File: config.mk
export PLATFORM = sky130hd
export DESIGN_NAME = lsu
export DESIGN_NICKNAME = d
export VERILOG_FILES = /design/src/cpu_pkg.sv /design/src/lsu.sv
export SDC_FILE = /design/constraint.sdc
export NUM_CORES = 1
export LEC_CHECK = 0
export BUFFER_PORTS_ARGS = -buffer_cell sky130_fd_sc_hd__buf_2
export CORE_MARGIN = 8
export CORE_UTILIZATION = 35
export CTS_BUF_LIST = sky130_fd_sc_hd__clkbuf_4
export CTS_CLUSTER_DIAMETER = 30
export DETAILED_ROUTE_END_ITERATION = 8
export PLACE_DENSITY = 0.66
export SLEW_MARGIN = 20
export SYNTH_ARGS = -nofsm -noshare
export SYNTH_HDL_FRONTEND = slang
export SYNTH_SLANG_ARGS = --single-unit
File: constraint.sdc
create_clock -name clk -period 8.1 [get_ports clk]
set_clock_uncertainty 0.05 [all_clocks]
set_input_delay 0 -clock clk [delete_from_list [all_inputs] [get_ports clk]]
set_output_delay 0 -clock clk [all_outputs]
set_load 0.005 [all_outputs]
File: src/cpu_pkg.sv
// Shared widths, LSU codes, stage structs and AXI4-Lite channel structs for the memory stage
`default_nettype none

package cpu_pkg;

	localparam int DATA_WIDTH = 32;	// Word and register width
	localparam int REGNO_WIDTH = 5;	// Register number width

	localparam logic [1:0] RESP_OKAY = 2'b00;	// Normal completion
	localparam logic [1:0] RESP_SLVERR = 2'b10;	// Slave error, used for out-of-range addresses

	typedef enum logic [1:0] {
		LSU_IDLE = 2'd0,	// No transfer
		LSU_BYTE = 2'd1,	// 8-bit access
		LSU_HWORD = 2'd2,	// 16-bit access, even address only
		LSU_WORD = 2'd3		// 32-bit access, word aligned only
	} lsu_op_t;

	typedef enum logic {
		EXC_ADDR = 1'b0,	// Misaligned access
		EXC_BUS = 1'b1		// Bus answered with SLVERR
	} exc_code_t;

	typedef struct packed {
		logic [REGNO_WIDTH-1:0] rd_no;		// Destination register, zero means no write
		logic [DATA_WIDTH-1:0] alu_result;	// ALU result, doubles as the memory address
		lsu_op_t lsu_op;					// Access size or idle
		logic lsu_lns;						// 1 for load, 0 for store
		logic lsu_ext;						// 1 to sign-extend a load
		logic [DATA_WIDTH-1:0] mem_data;	// Store data, right aligned
	} ex_mem_t;

	typedef struct packed {
		logic [REGNO_WIDTH-1:0] rd_no;	// Zero means nothing is written back
		logic [DATA_WIDTH-1:0] rd_val;
	} wb_t;

	typedef struct packed {
		logic [DATA_WIDTH-1:0] addr;	// Byte address
		logic [DATA_WIDTH-1:0] wdata;	// Right-aligned store data
		lsu_op_t cmd;					// One-cycle pulse when not idle
		logic rnw;						// 1 for read
	} lsu_req_t;

	typedef struct packed {
		logic [DATA_WIDTH-1:0] rdata;	// Load data shifted down to bit 0
		logic busy;						// High from the command until completion
		logic err_align;				// Pulses in the command cycle of a misaligned access
		logic err_bus;					// Pulses in the completion cycle of a failed transfer
	} lsu_rsp_t;

	typedef struct packed {
		logic awvalid;
		logic [DATA_WIDTH-1:0] awaddr;
		logic wvalid;
		logic [DATA_WIDTH-1:0] wdata;
		logic [DATA_WIDTH/8-1:0] wstrb;
		logic bready;
		logic arvalid;
		logic [DATA_WIDTH-1:0] araddr;
		logic rready;
	} axil_req_t;

	typedef struct packed {
		logic awready;
		logic wready;
		logic bvalid;
		logic [1:0] bresp;
		logic arready;
		logic rvalid;
		logic [DATA_WIDTH-1:0] rdata;
		logic [1:0] rresp;
	} axil_rsp_t;

endpackage

`default_nettype wire
File: src/lsu.sv
// Load/store unit turning one-cycle LSU commands into single AXI4-Lite transfers
`timescale 1ns/1ps
`default_nettype none

module lsu #(
	parameter int ADDR_WIDTH = 32
) (
	input wire clk,
	input wire nrst,
	input cpu_pkg::lsu_req_t i_req,
	output cpu_pkg::lsu_rsp_t o_rsp,
	output cpu_pkg::axil_req_t o_axil,
	input cpu_pkg::axil_rsp_t i_axil
);

	localparam int DW = cpu_pkg::DATA_WIDTH;

	typedef enum logic [2:0] {
		S_IDLE,		// Waiting for a command
		S_WADDR,	// AW and W raised together
		S_WRESP,	// Waiting for B
		S_RADDR,	// AR raised
		S_RDATA		// Waiting for R
	} state_t;

	state_t state;
	logic cmd_vld;
	logic misalign;
	logic [ADDR_WIDTH-1:0] addr_q;
	logic [DW-1:0] wdata_q;
	logic [DW/8-1:0] wstrb_q;
	logic [DW-1:0] rdata_q;
	logic [DW/8-1:0] wstrb;
	logic [DW-1:0] wdata;

	assign cmd_vld = (i_req.cmd != cpu_pkg::LSU_IDLE);
	assign misalign = cmd_vld && ((i_req.cmd == cpu_pkg::LSU_HWORD && i_req.addr[0]) ||
		(i_req.cmd == cpu_pkg::LSU_WORD && i_req.addr[1:0] != 2'b00));

	// Byte lanes and replicated store data from the address offset
	always_comb
	begin
		case (i_req.cmd)
		cpu_pkg::LSU_BYTE:
		begin
			wstrb = 4'b0001 << i_req.addr[1:0];
			wdata = {4{i_req.wdata[7:0]}};
		end
		cpu_pkg::LSU_HWORD:
		begin
			wstrb = 4'b0011 << i_req.addr[1:0];
			wdata = {2{i_req.wdata[15:0]}};
		end
		default:
		begin
			wstrb = 4'b1111;
			wdata = i_req.wdata;
		end
		endcase
	end

	always_ff @(posedge clk or negedge nrst)
	begin
		if (!nrst)
			state <= S_IDLE;
		else
		begin
			case (state)
			S_IDLE: if (cmd_vld && !misalign) state <= i_req.rnw ? S_RADDR : S_WADDR;
			S_WADDR: if (i_axil.awready && i_axil.wready) state <= S_WRESP;
			S_WRESP: if (i_axil.bvalid) state <= S_IDLE;
			S_RADDR: if (i_axil.arready) state <= S_RDATA;
			S_RDATA: if (i_axil.rvalid) state <= S_IDLE;
			default: state <= S_IDLE;
			endcase
		end
	end

	always_ff @(posedge clk)
	begin
		if (state == S_IDLE && cmd_vld)
		begin
			addr_q <= i_req.addr[ADDR_WIDTH-1:0];
			wdata_q <= wdata;
			wstrb_q <= wstrb;
		end
		if (state == S_RDATA && i_axil.rvalid)
			rdata_q <= i_axil.rdata >> {addr_q[1:0], 3'b000};	// Addressed bytes to bit 0
	end

	assign o_axil = '{
		awvalid: (state == S_WADDR),
		awaddr: DW'(addr_q),
		wvalid: (state == S_WADDR),
		wdata: wdata_q,
		wstrb: wstrb_q,
		bready: (state == S_WRESP),
		arvalid: (state == S_RADDR),
		araddr: DW'(addr_q),
		rready: (state == S_RDATA)
	};

	// Busy covers the command cycle itself, so a misaligned access is busy for one cycle
	assign o_rsp = '{
		rdata: rdata_q,
		busy: cmd_vld || (state != S_IDLE),
		err_align: misalign,
		err_bus: (state == S_WRESP && i_axil.bvalid && i_axil.bresp == cpu_pkg::RESP_SLVERR) ||
			(state == S_RDATA && i_axil.rvalid && i_axil.rresp == cpu_pkg::RESP_SLVERR)
	};

endmodule

`default_nettype wire

* After elaboration in Yosys (flattened, before gate mapping)
Index checks and enable logic that the tools add are counted.
** Storage, ports and cells
- Register bits :: 103
- Input bits :: 110
- Logic and storage cells :: 50
- Output and inout bits :: 140
** Cells by class
- Multiplexer cells :: 9
- Reduce and logical (&&, ||, !) cells :: 19
- Equal/unequal tests :: 14
- Shift operators :: 3
** Operator list (number)
- 32-bit one-hot mux with 2 select lines :: 1
- 32-bit by 5-bit >> shifter with 32-bit output :: 1
- 3-bit two-way mux :: 5
- 3-bit one-hot mux with 5 select lines :: 1
- 1-bit logical AND :: 10
- 2-bit == test, second input constant :: 4
- 2-bit by 1-bit inequality test with 1-bit output, second input constant :: 4
- 4-bit one-hot mux with 2 select lines :: 1
- 3-bit by 2-bit == test with 1-bit output, second input constant :: 2
- 5-bit AND reduction :: 1
- 2-bit nonzero test :: 2
- 1-bit by 2-bit left shift with 4-bit output, first input constant :: 1
- 2-bit by 2-bit left shift with 4-bit output, first input constant :: 1
- 3-bit by 1-bit == test with 1-bit output, second input constant :: 1
- 3-bit == test, second input constant :: 1
- 3-bit logical NOT :: 1
- 1-bit logical OR :: 3
- 3-bit nonzero test :: 1
- 2-bit by 1-bit == test with 1-bit output, second input constant :: 1
- 2-bit two-way mux :: 1
- 2-bit inequality test, second input constant :: 1
- 1-bit logical NOT :: 1

* Depth between registers and ports, before layout
- Depth in word-level cells :: 8
- Mapped depth :: 6
- Depth with buffers taken out :: 5

* Worst setup path before layout
No wires, ideal clock.
- Path type :: reg2reg
- From :: register state[1]
- To :: register addr_q[0] (enable)
- Data required time :: 7.388 ns
- Path buffers :: 1
- Library setup time :: 0.662 ns
- Clock period less this slack :: 7.729 ns
- Setup slack :: 0.371 ns
- Stages on the path, launching flop included :: 3
- Arrival time :: 7.017 ns
- Cell sequence :: dfrtp_1 > clkbuf_8 > nor4_1
** On the way
- Word-level cells in the longest chain between the ends :: 2
** Ends and longest elaborated chain
- start: declaration :: RTL line lsu.sv:26 : state_t state;
- start signal: assignment :: RTL line lsu.sv:69 : S_IDLE: if (cmd_vld && !misalign) state <= i_req.rnw ? S_RADDR : S_WADDR;
- 3-bit logical NOT :: RTL line lsu.sv:81 : if (state == S_IDLE && cmd_vld)
- 1-bit logical AND :: RTL line lsu.sv:81
- end signal: assignment :: RTL line lsu.sv:83 : addr_q <= i_req.addr[ADDR_WIDTH-1:0];
- end: declaration :: RTL line lsu.sv:29 : logic [ADDR_WIDTH-1:0] addr_q;
Every way passes these cells.
A chain may end at the register's enable or synchronous reset.

* Worst setup path in the final report
- From :: register addr_q[0]
- To :: register rdata_q[11] (data pin)
** On the way
- Word-level cells in the longest chain between the ends :: 1
** Ends and longest elaborated chain
- 32-bit by 5-bit >> shifter with 32-bit output :: RTL line lsu.sv:88 : rdata_q <= i_axil.rdata >> {addr_q[1:0], 3'b000};
- end signal: assignment :: RTL line lsu.sv:88
- end: declaration :: RTL line lsu.sv:32 : logic [DW-1:0] rdata_q;
Every way passes these cells.

==> reports/results.ini <==
[outcome]
status = finished, final reports clean

[sta]
max_freq_mhz = 479
slew_viol_final = 0
min_period_ns = 2.09
tns_ns = 0
fin_crit_sh = 0.258
setup_viol = 0
fin_ws_ns = 6.01
finalHoldWorstSlack_ns = 0.209
worst_slew_margin_rel = 0.434
finalHoldViolCount = 0
worst_slew_pin_slew_ns = 0.848
rsz0062_at_grt = no

[grt]
grt_pass1_vias = 4103
grt_max_degree = 69
grt_overflow = 0
grt_pass1_wl_um = 21200
grt_use_total = 0.163
antenna_found_initial = 3

[layout]
seqCellArea_mm2 = 0.00308
final.fill_count = 1031
syn_to_final_growth_pct = 53.4
multi_input_area_mm2 = 0.00105
fin_util = 0.551
nets = 772
drive_above_1_share = 0.415

[setup_path]
cp_max_fo = 37
r2r_end = rdata_q[11]$_DFFE_PP_
setup.worst_path.start_class = flip-flop
arrival_ns = 2.35
crit_type = flip-flop to flip-flop
reg2reg_slack_ns = 6.01
required_ns = 8.37
r2r_start = addr_q[0]$_DFFE_PP_
r2r_cells = 5
critPathMaxStageDelay_ns = 0.58
endpoint_kind = flip-flop
slowest_stage = dlygate4sd3_1
crit_chain = buf_4, nor2b_2, nand2_1, o21ai_0, dlygate4sd3_1

[routing]
wl_per_cell_um = 17.2
num_vias = 3934
drtIter0Drc = 217
routed_wl_um = 14400
vias_per_cell = 4.69
drc = 0
drt_pass1_iterations = 4
ant_nets = 0

[synthesis]
yosysUniqueCellTypes = 34
seq_area_frac_synth = 0.679
yosys_register_bits = 103
synth_cells = 332
synth_area_per_cell_um2 = 13.7
syn_area_mm2 = 0.00454
synth_warnings = 0
synth_nets = 446

[clock_tree]
clkSinkCount = 103
htreeDepth = 3
tritoncts = yes
insertion_delay_ns = 0.45
cts_root_buffer = clkbuf_4
path_clk_slew_ns = 0.18
cts_buffer_depth = 2
cts_buffers = 9

[floorplan]
core_area_mm2 = 0.0126
io-pin-count = 250
dieArea_mm2 = 0.0169
fp.dieH_um = 130
row_count = 41
die_x_um = 130
initial_core_util = 0.359

[pwr]
vdd_drop_max_uv = 223
total_power_w = 0.00162
p_per_area_mw_per_mm2 = 232
leakage_nw = 3.03

[placement]
dp_hpwl_um = 9970
port_buffers = 249
pre_cts_ws_ns = 6.17
place.gp.congestion = 0.805

[hold_path]
hold_path_end = addr_q[11]$_DFFE_PP_
hp-class = input port to flip-flop
hold_path_startpoint = i_req[46]
min_path_cells = 2

[job]
cap_violations = 0

stage by stage:
stage | instances | area (um2)
after global routing | 838 | 6960
final | 838 | 6960
after global placement | 705 | 5660
after floorplan | 332 | 4540
after CTS | 835 | 6950
after detailed placement | 705 | 5660
placed cells by master (no fill, tap or decap), types with 9 or more instances in the layout:
master           n
edfxtp_1       100
a21oi_1         18
o22ai_1          9
clkbuf_4         9
dlygate4sd3_1  114
nand2_1         24
inv_1           12
buf_2          249
nor2_1          22
mux2i_1         17
and2_1          10
o21ai_0         13
per-layer routing:
metal | up-vias | track usage | wire [um]
met5 | - | 0 | 0
met1 | 1871 | 0.166 | 5330
met2 | 189 | 0.304 | 7590
li1 | 1835 | - | -
met4 | 0 | 0.0997 | 549
met3 | 39 | 0.0306 | 975
worst max path at each step:
stage / to / from / slack [ns] / cells after the start
finish: rdata_q[11]$_DFFE_PP_ / addr_q[0]$_DFFE_PP_ / 6.01 / 5
global route: o_rsp[0] / state[2]$_DFFE_PN0P_ / 5.85 / 4
floorplan: addr_q[0]$_DFFE_PP_ / state[1]$_DFFE_PN0P_ / 0.37 / 2
detailed placement: addr_q[12]$_DFFE_PP_ / state[1]$_DFFE_PN0P_ / 6.17 / 2
global placement: addr_q[28]$_DFFE_PP_ / state[1]$_DFFE_PN0P_ / 6.23 / 2
CTS: o_rsp[0] / state[0]$_DFFE_PN0P_ / 5.93 / 4
cell type report:
type	count	area share
Tap cell	172	0.0309
Clock buffer	9	0.00971
Timing Repair Buffer	367	0.347
Multi-Input combinational cell	165	0.150
Antenna cell	3	0.00108
Clock inverter	7	0.0115
Sequential cell	103	0.442
Inverter	12	0.00647
logic make-up after synthesis:
group,after synthesis,share of synthesized area
mux,17,0.0375
flops,103,0.679
buf+inv,64,0.0921
simple gates,77,0.0861
fa+ha+maj,4,0.0110
compound gates,67,0.0946
state kept, by name (all words and copies together), names as in the netlist:
name	cells
addr_q	32
rdata_q	32
state	3
wdata_q	32
wstrb_q	4
what timing repair did:
item                      CTS  global route
resized for setup           0             0
hold buffers              114             0
buffers inserted            0             0
hold endpoints to repair  106             0
critical path, delay by kind of cell, from the launching register on:
kind,cells,cell delay (ns)
AO/OA/AOI/OAI,1,0.09
buffers and inverters,2,0.95
flip-flops,1,0.35
AND/OR/NAND/NOR,2,0.52
synthesized netlist by cell type:
library cell / count / area, um2
edfxtp_1: 100 / 3000
buf_4: 35 / 263
nand2_1: 24 / 90.1
nor2_1: 22 / 82.6
a21oi_1: 18 / 90.1
mux2i_1: 17 / 170
o21ai_0: 13 / 65.1
inv_1: 12 / 45.0
and2_1: 10 / 62.6
o22ai_1: 9 / 56.3
a211oi_1: 8 / 60.1
a22o_1: 8 / 70.1
a22oi_1: 8 / 60.1
buf_2: 8 / 40.0
nor2b_1: 8 / 50.1
ha_1: 4 / 50.1
clkbuf_1: 3 / 11.3
dfrtp_1: 3 / 75.1
buf_6: 2 / 22.5
clkbuf_8: 2 / 27.5
nand2b_1: 2 / 12.5
nand3_1: 2 / 10.0
nand3b_1: 2 / 15.0
nor3b_1: 2 / 15.0
a221oi_1: 1 / 8.76
a32o_2: 1 / 11.3
and2_4: 1 / 8.76
and3b_2: 1 / 10.0
buf_1: 1 / 3.75
clkbuf_2: 1 / 5.00
nor2b_2: 1 / 8.76
nor3b_4: 1 / 18.8
nor4_1: 1 / 6.26
o211ai_1: 1 / 7.51
where the power goes:
part	leakage [nW]	internal, W	switching, W
logic	1.98	0.000253	0.000279
clock network	0.0784	0.0000981	0.000180
registers	0.972	0.000751	0.0000540
total	3.03	0.00110	0.000514
Power figures use the tool's default switching activity.
