==> config.mk <==
export PLATFORM = sky130hd
export DESIGN_NAME = mem_ctrl
export DESIGN_NICKNAME = d
export VERILOG_FILES = /design/src/cpu_pkg.sv /design/src/mem_ctrl.sv
export SDC_FILE = /design/constraint.sdc
export NUM_CORES = 1
export LEC_CHECK = 0
export ABC_AREA = 1
export BUFFER_PORTS_ARGS = -buffer_cell sky130_fd_sc_hd__buf_2
export CAP_MARGIN = 10
export CORE_MARGIN = 2
export CORE_UTILIZATION = 40
export CTS_CLUSTER_DIAMETER = 120
export DETAILED_ROUTE_END_ITERATION = 10
export PLACE_DENSITY = 0.73
export SYNTH_ARGS = -nofsm -noshare
export SYNTH_HDL_FRONTEND = slang
export SYNTH_SLANG_ARGS = --single-unit
==> constraint.sdc <==
create_clock -name clk -period 2.2 [get_ports clk]
set_input_delay 0.44 -clock clk [delete_from_list [all_inputs] [get_ports clk]]
set_output_delay 0.44 -clock clk [all_outputs]
set_load 0.02 [all_outputs]
==> src/cpu_pkg.sv <==
// Shared widths, LSU codes, stage structs and AXI4-Lite channel structs for the memory stage
`default_nettype none

package cpu_pkg;

	localparam int DATA_WIDTH = 32;	// Word and register width
	localparam int REGNO_WIDTH = 5;	// Register number width

	localparam logic [1:0] RESP_OKAY = 2'b00;	// Normal completion
	localparam logic [1:0] RESP_SLVERR = 2'b10;	// Slave error, used for out-of-range addresses

	typedef enum logic [1:0] {
		LSU_IDLE = 2'd0,	// No transfer
		LSU_BYTE = 2'd1,	// 8-bit access
		LSU_HWORD = 2'd2,	// 16-bit access, even address only
		LSU_WORD = 2'd3		// 32-bit access, word aligned only
	} lsu_op_t;

	typedef enum logic {
		EXC_ADDR = 1'b0,	// Misaligned access
		EXC_BUS = 1'b1		// Bus answered with SLVERR
	} exc_code_t;

	typedef struct packed {
		logic [REGNO_WIDTH-1:0] rd_no;		// Destination register, zero means no write
		logic [DATA_WIDTH-1:0] alu_result;	// ALU result, doubles as the memory address
		lsu_op_t lsu_op;					// Access size or idle
		logic lsu_lns;						// 1 for load, 0 for store
		logic lsu_ext;						// 1 to sign-extend a load
		logic [DATA_WIDTH-1:0] mem_data;	// Store data, right aligned
	} ex_mem_t;

	typedef struct packed {
		logic [REGNO_WIDTH-1:0] rd_no;	// Zero means nothing is written back
		logic [DATA_WIDTH-1:0] rd_val;
	} wb_t;

	typedef struct packed {
		logic [DATA_WIDTH-1:0] addr;	// Byte address
		logic [DATA_WIDTH-1:0] wdata;	// Right-aligned store data
		lsu_op_t cmd;					// One-cycle pulse when not idle
		logic rnw;						// 1 for read
	} lsu_req_t;

	typedef struct packed {
		logic [DATA_WIDTH-1:0] rdata;	// Load data shifted down to bit 0
		logic busy;						// High from the command until completion
		logic err_align;				// Pulses in the command cycle of a misaligned access
		logic err_bus;					// Pulses in the completion cycle of a failed transfer
	} lsu_rsp_t;

	typedef struct packed {
		logic awvalid;
		logic [DATA_WIDTH-1:0] awaddr;
		logic wvalid;
		logic [DATA_WIDTH-1:0] wdata;
		logic [DATA_WIDTH/8-1:0] wstrb;
		logic bready;
		logic arvalid;
		logic [DATA_WIDTH-1:0] araddr;
		logic rready;
	} axil_req_t;

	typedef struct packed {
		logic awready;
		logic wready;
		logic bvalid;
		logic [1:0] bresp;
		logic arready;
		logic rvalid;
		logic [DATA_WIDTH-1:0] rdata;
		logic [1:0] rresp;
	} axil_rsp_t;

endpackage

`default_nettype wire
==> src/mem_ctrl.sv <==
// Stage control that combines stalls into advance and holds the exception until acknowledged
`timescale 1ns/1ps
`default_nettype none

module mem_ctrl (
	input wire clk,
	input wire nrst,
	input wire i_exec_stall,
	input wire i_fetch_stall,
	input wire i_busy,			// LSU transfer in progress
	input wire i_bus_error,
	input wire i_addr_error,
	input wire [cpu_pkg::DATA_WIDTH-1:0] i_fault_addr,
	input wire i_exc_ack,
	output logic o_advance,
	output logic o_nullify,
	output logic o_stall,
	output logic o_exc_valid,
	output cpu_pkg::exc_code_t o_exc_code,
	output logic [cpu_pkg::DATA_WIDTH-1:0] o_exc_addr
);

	logic err;
	logic err_q;	// Error level one cycle back
	logic err_new;

	assign err = i_bus_error || i_addr_error;
	// The error flags stay high until the next advance, so only their rise counts
	assign err_new = err && !err_q;

	assign o_stall = i_busy;
	assign o_advance = !(i_exec_stall || i_fetch_stall || i_busy);
	assign o_nullify = o_exc_valid;

	always_ff @(posedge clk or negedge nrst)
	begin
		if (!nrst)
		begin
			err_q <= 1'b0;
			o_exc_valid <= 1'b0;
			o_exc_code <= cpu_pkg::EXC_ADDR;
			o_exc_addr <= '0;
		end
		else
		begin
			err_q <= err;
			if (i_exc_ack)
				o_exc_valid <= 1'b0;
			if (err_new && !o_exc_valid)
			begin
				o_exc_valid <= 1'b1;	// First error wins until acknowledged
				o_exc_code <= i_bus_error ? cpu_pkg::EXC_BUS : cpu_pkg::EXC_ADDR;
				o_exc_addr <= i_fault_addr;
			end
		end
	end

endmodule

`default_nettype wire

Word level (Yosys, flattened, before mapping)
Index checks and enable logic that the tools add are counted.
{"block": "word_totals", "inputBits": 40, "word_cells": 16, "register_bits": 35, "output_inout_bits": 37}
{"block": "op_classes", "n_reduce_logical": 9, "mux": 3}
{"operator": "$logic_not A1 Y1", "count": 3}
{"operator": "$logic_or A1 B1 Y1", "count": 3}
{"operator": "$mux W1", "count": 3}
{"operator": "$logic_and A1 B1 Y1", "count": 2}
{"operator": "$reduce_bool A2 Y1", "count": 1}

Depth between registers and ports, before layout
Gate-level depths: netlist of run 1.
{"block": "depth", "depth_word": 4, "depth_mapped": 6, "mapped_depth_nobuf": 5}

Worst setup path before layout of run 1
Ideal clock, no wire load.
{"block": "synth_path", "kind": "input port to output port", "from": "input port i_fetch_stall", "to": "output port o_advance", "slack_ns": 0.823, "arrival_ns": 0.937, "required_time_ns": 1.760, "n_path_buf": 0, "stages": 1, "path_cell_list": "nor3_1"}
{"block": "synth_between", "elab_chain_len": 3}
{"item": "from (decl)", "line": "mem_ctrl.sv:9", "source": "input wire i_fetch_stall,"}
{"item": "$logic_or A1 B1 Y1 (2 in series)", "line": "mem_ctrl.sv:32", "source": "assign o_advance = !(i_exec_stall || i_fetch_stall || i_busy);"}
{"item": "$logic_not A1 Y1", "line": "mem_ctrl.sv:32"}
{"item": "to (decl)", "line": "mem_ctrl.sv:15", "source": "output logic o_advance,"}
Every way passes these cells.

Worst setup path after layout of run 1
{"block": "layout_path", "from": "register o_exc_valid", "to": "output port o_exc_valid"}
{"item": "from (decl)", "line": "mem_ctrl.sv:18", "source": "output logic o_exc_valid,"}
{"item": "from (signal assigned)", "line": "mem_ctrl.sv:40", "source": "o_exc_valid <= 1'b0;"}
{"item": "from (signal assigned)", "line": "mem_ctrl.sv:48", "source": "o_exc_valid <= 1'b0;"}
{"item": "from (signal assigned)", "line": "mem_ctrl.sv:51", "source": "o_exc_valid <= 1'b1;"}
No word-level cell between the ends.

==> results by group, run 1 <==
Logic synthesis
  • Async set-reset flop share out of synthesis: 100%
  • Synth area leaders: dfrtp_1 (62%), nand2_1 (18%), nand3_1 (11%)
  • Syn_nets: roughly 190
  • Gate Count Post-Synth: approximately 150
  • Count leader, synth: nand2_1
  • Most frequent cells after synthesis: nand2_1 (67), dfrtp_1 (35), nand3_1 (32)
  • Yosys top cell by area: dfrtp_1
  • Mapped Avg Cell Area: 9.31 µm²
  • Post-synth EDFFs: 0
  • Post-synth top flop: dfrtp_1
  • Yosys Warn Count: 0
  • Count of cell types in the netlist: 12
  • Post-synthesis cell area: ~1400 µm²
  • #FFs+latches synth: 35
  • Sequential-to-total area share from yosys stat: between 60% and 70%
  • Top cell type's share of synthesized area: between 60% and 70%

Drt
  • DRT Pass-1 Iters: 4
  • Routed Antenna Nets: 0
  • DR WL/cell: 12.3 µm
  • Via count: ~1300
  • DRC viols: 0
  • Final WL: 3.37 mm
  • DR iter-0 viols: 107
  • Routed vias/inst: 4.78

Setup path
  • R2R Setup Slk: just over 0.9 ns
  • Worst Reg-to-Reg Cells: 4
  • CP max FO: 4
  • Critical path endpoint category: output port
  • Crit path max-delay cell type: dfrtp_1
  • Crit path max-delay family: flip-flops
  • Worst flop-to-flop path endpoint: o_exc_addr[27]
  • WP data arrival: roughly 0.96 ns
  • Critical path class: register to output port
  • WP data required: ~1.8 ns
  • Crit path cell chain: buf_2
  • Critical path's largest stage delay: around 0.44 ns
  • R2R Path Start: o_exc_valid
  • Buf/Inv on CP: 1
  • Critical Path Source Type: register

Global route
  • Total Routing Usage GR: 17.4%
  • Final global-route overflow total: 0
  • Antenna violations before repair: 0
  • Largest net degree at the start of global routing: 36
  • Vias in the first global route: between 1000 and 1500
  • First-pass GRT wire length: 5.49 mm

STA
  • Final Skew: about 0.0069 ns
  • Final worst path period share: between 60% and 70%
  • Slew Limit Fails: 0
  • Least-Margin Pin Slew: about 0.75 ns
  • Min Tclk post-route: roughly 1.4 ns
  • Total negative slack: 0 ns
  • Max Freq: a little over 700 MHz
  • Rel. slew slack: 49.8%
  • Setup-violating endpoint count in the final report: 0
  • Final hold violations: 0
  • RSZ-0062 raised after global routing: no

Clock network
  • Root buf cell: clkbuf_4
  • CTS Buf Count: 5
  • Clock-pin slew on the worst setup and hold paths: 0.10 ns
  • CTS tree: done
  • Post-CTS setup buffer count: 0
  • Post-cts resize count: 0
  • H-tree depth: 2
  • Clock Sinks: 35
  • CTS max path bufs: 2
  • Clock Latency Late Sink: between 0.3 and 0.4 ns
  • Cts hold-fix bufs: 0

Pwr
  • Pleak: around 1.1 nW
  • Max VDD drop: 0.402 mV
  • P per Cell Area: between 900 and 1000 nW/µm²
  • Final Total Pwr: 1.68 mW

Floorplan
  • Full die area: approximately 4000 µm²
  • Vert. Die Dim: approximately 64 µm
  • Initial Utilization: between 40 and 50%
  • IO Count: 77
  • Core area: between 3000 and 4000 µm²
  • Std cell rows: 21
  • Die width: 63.7 µm

Outcome
  • Status: complete, no violations

Layout
  • Finished Cell Area: about 1800 µm²
  • Filler cells: 349
  • Fin util: between 50% and 60%
  • Area Overhead vs Synth: 29.8%
  • Nets: about 270
  • Layout cells sized above 1: 38.4%
  • Ant diodes: 0

Placement
  • Port Buffers: 76
  • HPWL Detailed: about 2.4 mm
  • Post-placement cell area: 1800 µm²
  • Routability cong.: 0.735

Flow run
  • Max-Cap Viols: 0

Hold path
  • Hold Path Class: input pin to asynchronous set/reset pin
report_power, final:
group	switching (mW)	leakage [nW]	internal [mW]	total, mW
Sequential	0.0727	0.434	0.772	0.844
Combinational	0.336	0.640	0.173	0.509
Clock	0.199	0.0293	0.125	0.323
worst max-delay path by stage:
stage                     cells past startpoint          end  slack (ns)          start
after CTS                                     1  o_exc_valid        0.78    o_exc_valid
after floorplan                               1    o_advance        0.82  i_fetch_stall
after global placement                        5  o_exc_valid        0.79    i_bus_error
after global routing                          1  o_exc_valid        0.74    o_exc_valid
final                                         1  o_exc_valid        0.80    o_exc_valid
after detailed placement                      5  o_exc_valid        0.75    i_bus_error
state kept, by name (all words and copies together), names as in the netlist:
| signal | count |
|---|---|
| err_q | 1 |
| o_exc_addr | 32 |
| o_exc_code | 1 |
| o_exc_valid | 1 |
layer usage:
layer | up-vias | GRT usage (%) | share of wire (%)
met5 | - | 0 | 0
met4 | 0 | 5.71 | 0.89
met3 | 5 | 4.46 | 6.6
met2 | 59 | 30.0 | 49
met1 | 615 | 21.1 | 43
li1 | 636 | - | -
cells by family after synthesis:
kind of cell / after synthesis / share of synthesized area [%]
simple gates: 103 / 31.3
flops: 35 / 61.5
buf+inv: 14 / 6.85
compound gates: 1 / 0.351
layout make-up:
class | count | area (µm²) | area share (%)
inverters | 3 | 11.3 | 0.609
multi-input cells | 104 | 450 | 24.4
clock inverters | 1 | 5.00 | 0.271
repair buffers | 79 | 403 | 21.8
well taps | 46 | 57.6 | 3.11
flip-flops and latches | 35 | 876 | 47.4
clock buffers | 7 | 45.0 | 2.44
placed cells by master, fill, tap and decap left out:
cell type  synthesis  routed
clkinv_2           0       1
buf_4              5       3
dfrtp_1           35      35
inv_1              3       3
clkbuf_1           0       2
nand2_1           67      67
nor3_1             1       1
nand2_2            1       1
clkbuf_4           0       5
o21ai_0            1       1
nor2_4             1       1
nand3_1           32      32
buf_2              3      76
nand2_4            1       1
stage by stage:
stage / instances / hold WS (ns) / setup slack, ns
5_1_grt: 275 / 0.208 / 0.737
3_3_place_gp: 267 / 0.451 / 0.786
2_1_floorplan: 153 / 0.144 / 0.823
6_report: 275 / 0.167 / 0.797
3_5_place_dp: 267 / 0.456 / 0.749
4_1_cts: 275 / 0.185 / 0.775
(Power assumes the default switching activity.)
==> run 2: changes to the inputs <==
--- a/config.mk
+++ b/config.mk
@@ -5,14 +5,14 @@
 export SDC_FILE = /design/constraint.sdc
 export NUM_CORES = 1
 export LEC_CHECK = 0
-export ABC_AREA = 1
+export ABC_AREA = 0
 export BUFFER_PORTS_ARGS = -buffer_cell sky130_fd_sc_hd__buf_2
 export CAP_MARGIN = 10
 export CORE_MARGIN = 2
 export CORE_UTILIZATION = 40
 export CTS_CLUSTER_DIAMETER = 120
 export DETAILED_ROUTE_END_ITERATION = 10
-export PLACE_DENSITY = 0.73
+export PLACE_DENSITY = 0.75
 export SYNTH_ARGS = -nofsm -noshare
 export SYNTH_HDL_FRONTEND = slang
 export SYNTH_SLANG_ARGS = --single-unit
==> constraint.sdc (replaced) <==
create_clock -name clk -period 1.15 [get_ports clk]
set_input_delay 0.23 -clock clk [delete_from_list [all_inputs] [get_ports clk]]
set_output_delay 0.23 -clock clk [all_outputs]
set_load 0.02 [all_outputs]
==> run 2 against run 1 <==
Against the previous run:
- the flow now finishes with violations (setup timing)
- synthesized area grew 2.5%
- combinational power grew to 3.4 times the previous value
- critical path type is now register to register
- synthesized cell count shrank 47%
- cell area grew 26%
- sequential power grew 100%
- power grew 140%
- critical path depth grew 3
- routed wire length grew 4.0%
- die area grew 2.4%
- sequential share of layout area shrank 9.8 points
- first-iteration DRC count shrank 86%
==> results by group, run 2 <==
Drt
  • Via count: 1070 (was 1315)
  • Final WL: 3.51 mm (was 3.37 mm)
  • Routed vias/inst: 4.46 (was 4.78)
  • DR WL/cell: 14.6 µm (was 12.3 µm)
  • DRT Pass-1 Iters: 3 (was 4)
  • Routed Antenna Nets: 0 (unchanged)
  • DRC viols: 0 (unchanged)
  • DR iter-0 viols: 15 (was 107)

Global route
  • Largest net degree at the start of global routing: 36 (unchanged)
  • Final global-route overflow total: 0 (unchanged)
  • Vias in the first global route: 1099 (was 1230)
  • First-pass GRT wire length: 5.16 mm (was 5.49 mm)
  • Total Routing Usage GR: 16.9% (was 17.4%)
  • Antenna violations before repair: 0 (unchanged)

Setup path
  • Crit path cell chain: nor2_4 -> and2_4 -> buf_12 -> mux2_4 (was buf_2)
  • WP data required: 1.36 ns (was 1.76 ns)
  • Critical path's largest stage delay: 0.44 ns (about the same)
  • WP data arrival: 1.52 ns (was 0.96 ns)
  • CP max FO: 10 (was 4)
  • Critical path endpoint category: register (was output port)
  • Critical path class: register to register (was register to output port)
  • Crit path max-delay cell type: dfrtp_2 (was dfrtp_1)
  • Critical Path Source Type: register (unchanged)

Logic synthesis
  • Synth area leaders: dfrtp_1 (60%), mux2_4 (30%), mux2_1 (2.3%) (was dfrtp_1 (62%), nand2_1 (18%), nand3_1 (11%))
  • Post-synth EDFFs: 0 (unchanged)
  • Count of cell types in the netlist: 14 (was 12)
  • Mapped Avg Cell Area: 18.0 µm² (was 9.31 µm²)
  • Syn_nets: 121 (was 193)
  • Count leader, synth: dfrtp_1 (was nand2_1)
  • Async set-reset flop share out of synthesis: 100% (unchanged)
  • Gate Count Post-Synth: 81 (was 153)
  • Sequential-to-total area share from yosys stat: 60.0% (was 61.5%)
  • Yosys Warn Count: 0 (unchanged)
  • Most frequent cells after synthesis: dfrtp_1 (35), mux2_4 (29), mux2_1 (3) (was nand2_1 (67), dfrtp_1 (35), nand3_1 (32))
  • Post-synthesis cell area: 1460 µm² (was 1420 µm²)
  • Top cell type's share of synthesized area: 60.0% (was 61.5%)
  • #FFs+latches synth: 35 (unchanged)
  • Yosys top cell by area: dfrtp_1 (unchanged)
  • Post-synth top flop: dfrtp_1 (unchanged)

Clock network
  • Root buf cell: clkbuf_4 (unchanged)
  • CTS Buf Count: 5 (unchanged)
  • CTS tree: done (unchanged)
  • Clock Sinks: 35 (unchanged)
  • Clock-pin slew on the worst setup and hold paths: 0.10 ns (about the same)
  • CTS max path bufs: 2 (unchanged)
  • Clock Latency Late Sink: 0.33 ns (was 0.32 ns)
  • H-tree depth: 2 (unchanged)

STA
  • Setup-violating endpoint count in the final report: 35 (was 0)
  • Final hold violations: 0 (unchanged)
  • Slew Limit Fails: 0 (unchanged)
  • Min Tclk post-route: approximately 1.3 ns
  • Setup ws final: -0.155 ns (was 0.797 ns)
  • Max Freq: around 770 MHz
  • Least-Margin Pin Slew: 0.186 ns (was 0.753 ns)
  • RSZ-0062 raised after global routing: yes (was no)
  • Final Skew: 0.0103 ns (was 0.00694 ns)
  • Rel. slew slack: 87.6% (was 49.8%)
  • Final worst path period share: 113%

Layout
  • Nets: 234 (was 268)
  • Layout cells sized above 1: 77.3% (was 38.4%)
  • Number of flip-flops in the largest register: 32 (unchanged)
  • Commonest non-fill, non-tap cells in the layout: buf_2 (59), dfrtp_1 (34), mux2_4 (31), buf_4 (27), buf_6 (20) (was buf_2 (76), nand2_1 (67), dfrtp_1 (35), nand3_1 (32), clkbuf_4 (5))
  • Area Overhead vs Synth: 59.8% (was 29.8%)
  • Non-Filler Instances: 240 (was 275)
  • Largest Register: o_exc_addr (unchanged)
  • Ant diodes: 0 (unchanged)
  • Commonest non-fill, non-tap cell in the layout: buf_2 (unchanged)

Floorplan
  • IO Count: 77 (unchanged)
  • Full die area: 4150 µm² (was 4050 µm²)
  • Core area: 3420 µm² (was 3390 µm²)
  • Die width: 64.4 µm (was 63.7 µm)
  • Vert. Die Dim: 64.4 µm (was 63.7 µm)
  • Initial Utilization: 42.7% (was 42.0%)
  • Std cell rows: 21 (unchanged)

Pwr
  • P per Cell Area: 1730 nW/µm² (was 907 nW/µm²)
  • Max VDD drop: 0.898 mV (was 0.402 mV)
  • Pleak: 1.23 nW (was 1.10 nW)
  • Final Total Pwr: 4.04 mW (was 1.68 mW)

Placement
  • Cells after DPL: 200 (was 267)
  • Port Buffers: 76 (unchanged)
  • HPWL Detailed: 2.09 mm (was 2.42 mm)
  • Routability cong.: 0.645 (was 0.735)

Hold path
  • Hold Path Class: input pin to register (was input pin to asynchronous set/reset pin)

Flow run
  • Max-Cap Viols: 0 (unchanged)

Outcome
  • Status: finished, violations left (was complete, no violations)
  • Failing checks: setup timing
## run 2: cell count changes after synthesis, moves of 2 or more
cell,delta
buf_2,-3
buf_4,-3
buf_8,+2
inv_1,-2
mux2_1,+3
mux2_4,+29
nand2_1,-66
nand3_1,-32
## run 2: worst max-delay path: cells and delay by family, from the launching register on
| family | cells | cell delay (ns) |
|---|---|---|
| AND/OR/NAND/NOR | 2 | 0.30 |
| multiplexers | 1 | 0.30 |
| buffers and inverters | 1 | 0.15 |
| flip-flops | 1 | 0.44 |
## run 2: power breakdown
group	internal, mW	switching (mW)
clock	0.230	0.358
combinational	1.03	0.717
sequential	1.51	0.196
## run 2: area by class of cell
| cell class | instances | area [µm²] |
|---|---|---|
| well taps | 46 | 57.6 |
| clock buffers | 7 | 45.0 |
| repair buffers | 111 | 813 |
| multi-input cells | 40 | 537 |
| inverters | 1 | 3.75 |
| fillers | 268 | 1080 |
| flip-flops and latches | 35 | 877 |
## run 2: worst paths after layout
path                                       start              to  slack [ns]  cells after the start
worst min register to register     o_exc_addr[1]   o_exc_addr[1]        0.51                      1
min in group asynchronous                   nrst   o_exc_addr[0]        0.40                      3
worst max-delay path                 o_exc_valid   o_exc_addr[4]       -0.16                      4
max in group asynchronous                   nrst   o_exc_addr[1]        0.56                      3
worst max register to register       o_exc_valid   o_exc_addr[4]       -0.16                      4
worst min-delay path            i_fault_addr[24]  o_exc_addr[24]        0.13                      2
## run 2: repair_timing
item,4_1_cts,5_1_grt
setup endpoints to repair,35,61
endpoints found under the hold margin,35,0
setup buffers,10,21
gates resized for setup,9,32
cloned,1,0
hold buffers,1,0
pin swaps,2,1
## run 2: per-stage QoR
step	area [µm²]	hold WS [ns]	setup TNS, ns	utilization (%)	setup WS (ns)
after floorplan	1470	-0.0656	-7.72	-	-0.255
after global placement	1870	0.199	-10.62	54.7	-0.351
after detailed placement	1870	0.208	-11.62	54.7	-0.393
after CTS	2070	0.108	-4.42	60.7	-0.150
after global routing	2330	0.105	-6.05	68.3	-0.192
final	2330	0.126	-4.66	68.3	-0.155
## run 2: cells by family after synthesis
family	synth area share [%]
flip-flops	60.0
AO/OA/AOI/OAI	1.11
multiplexers	32.1
buffers and inverters	4.88
AND/OR/NAND/NOR	1.88
## run 2: layer usage
layer  part of all wire, %  GRT usage [%]  up-vias
met5                     0              0        -
met4                   2.7           7.45        0
met3                   5.2           5.21       10
met2                    56           29.4       39
met1                    36           18.9      520
li1                      -              -      501
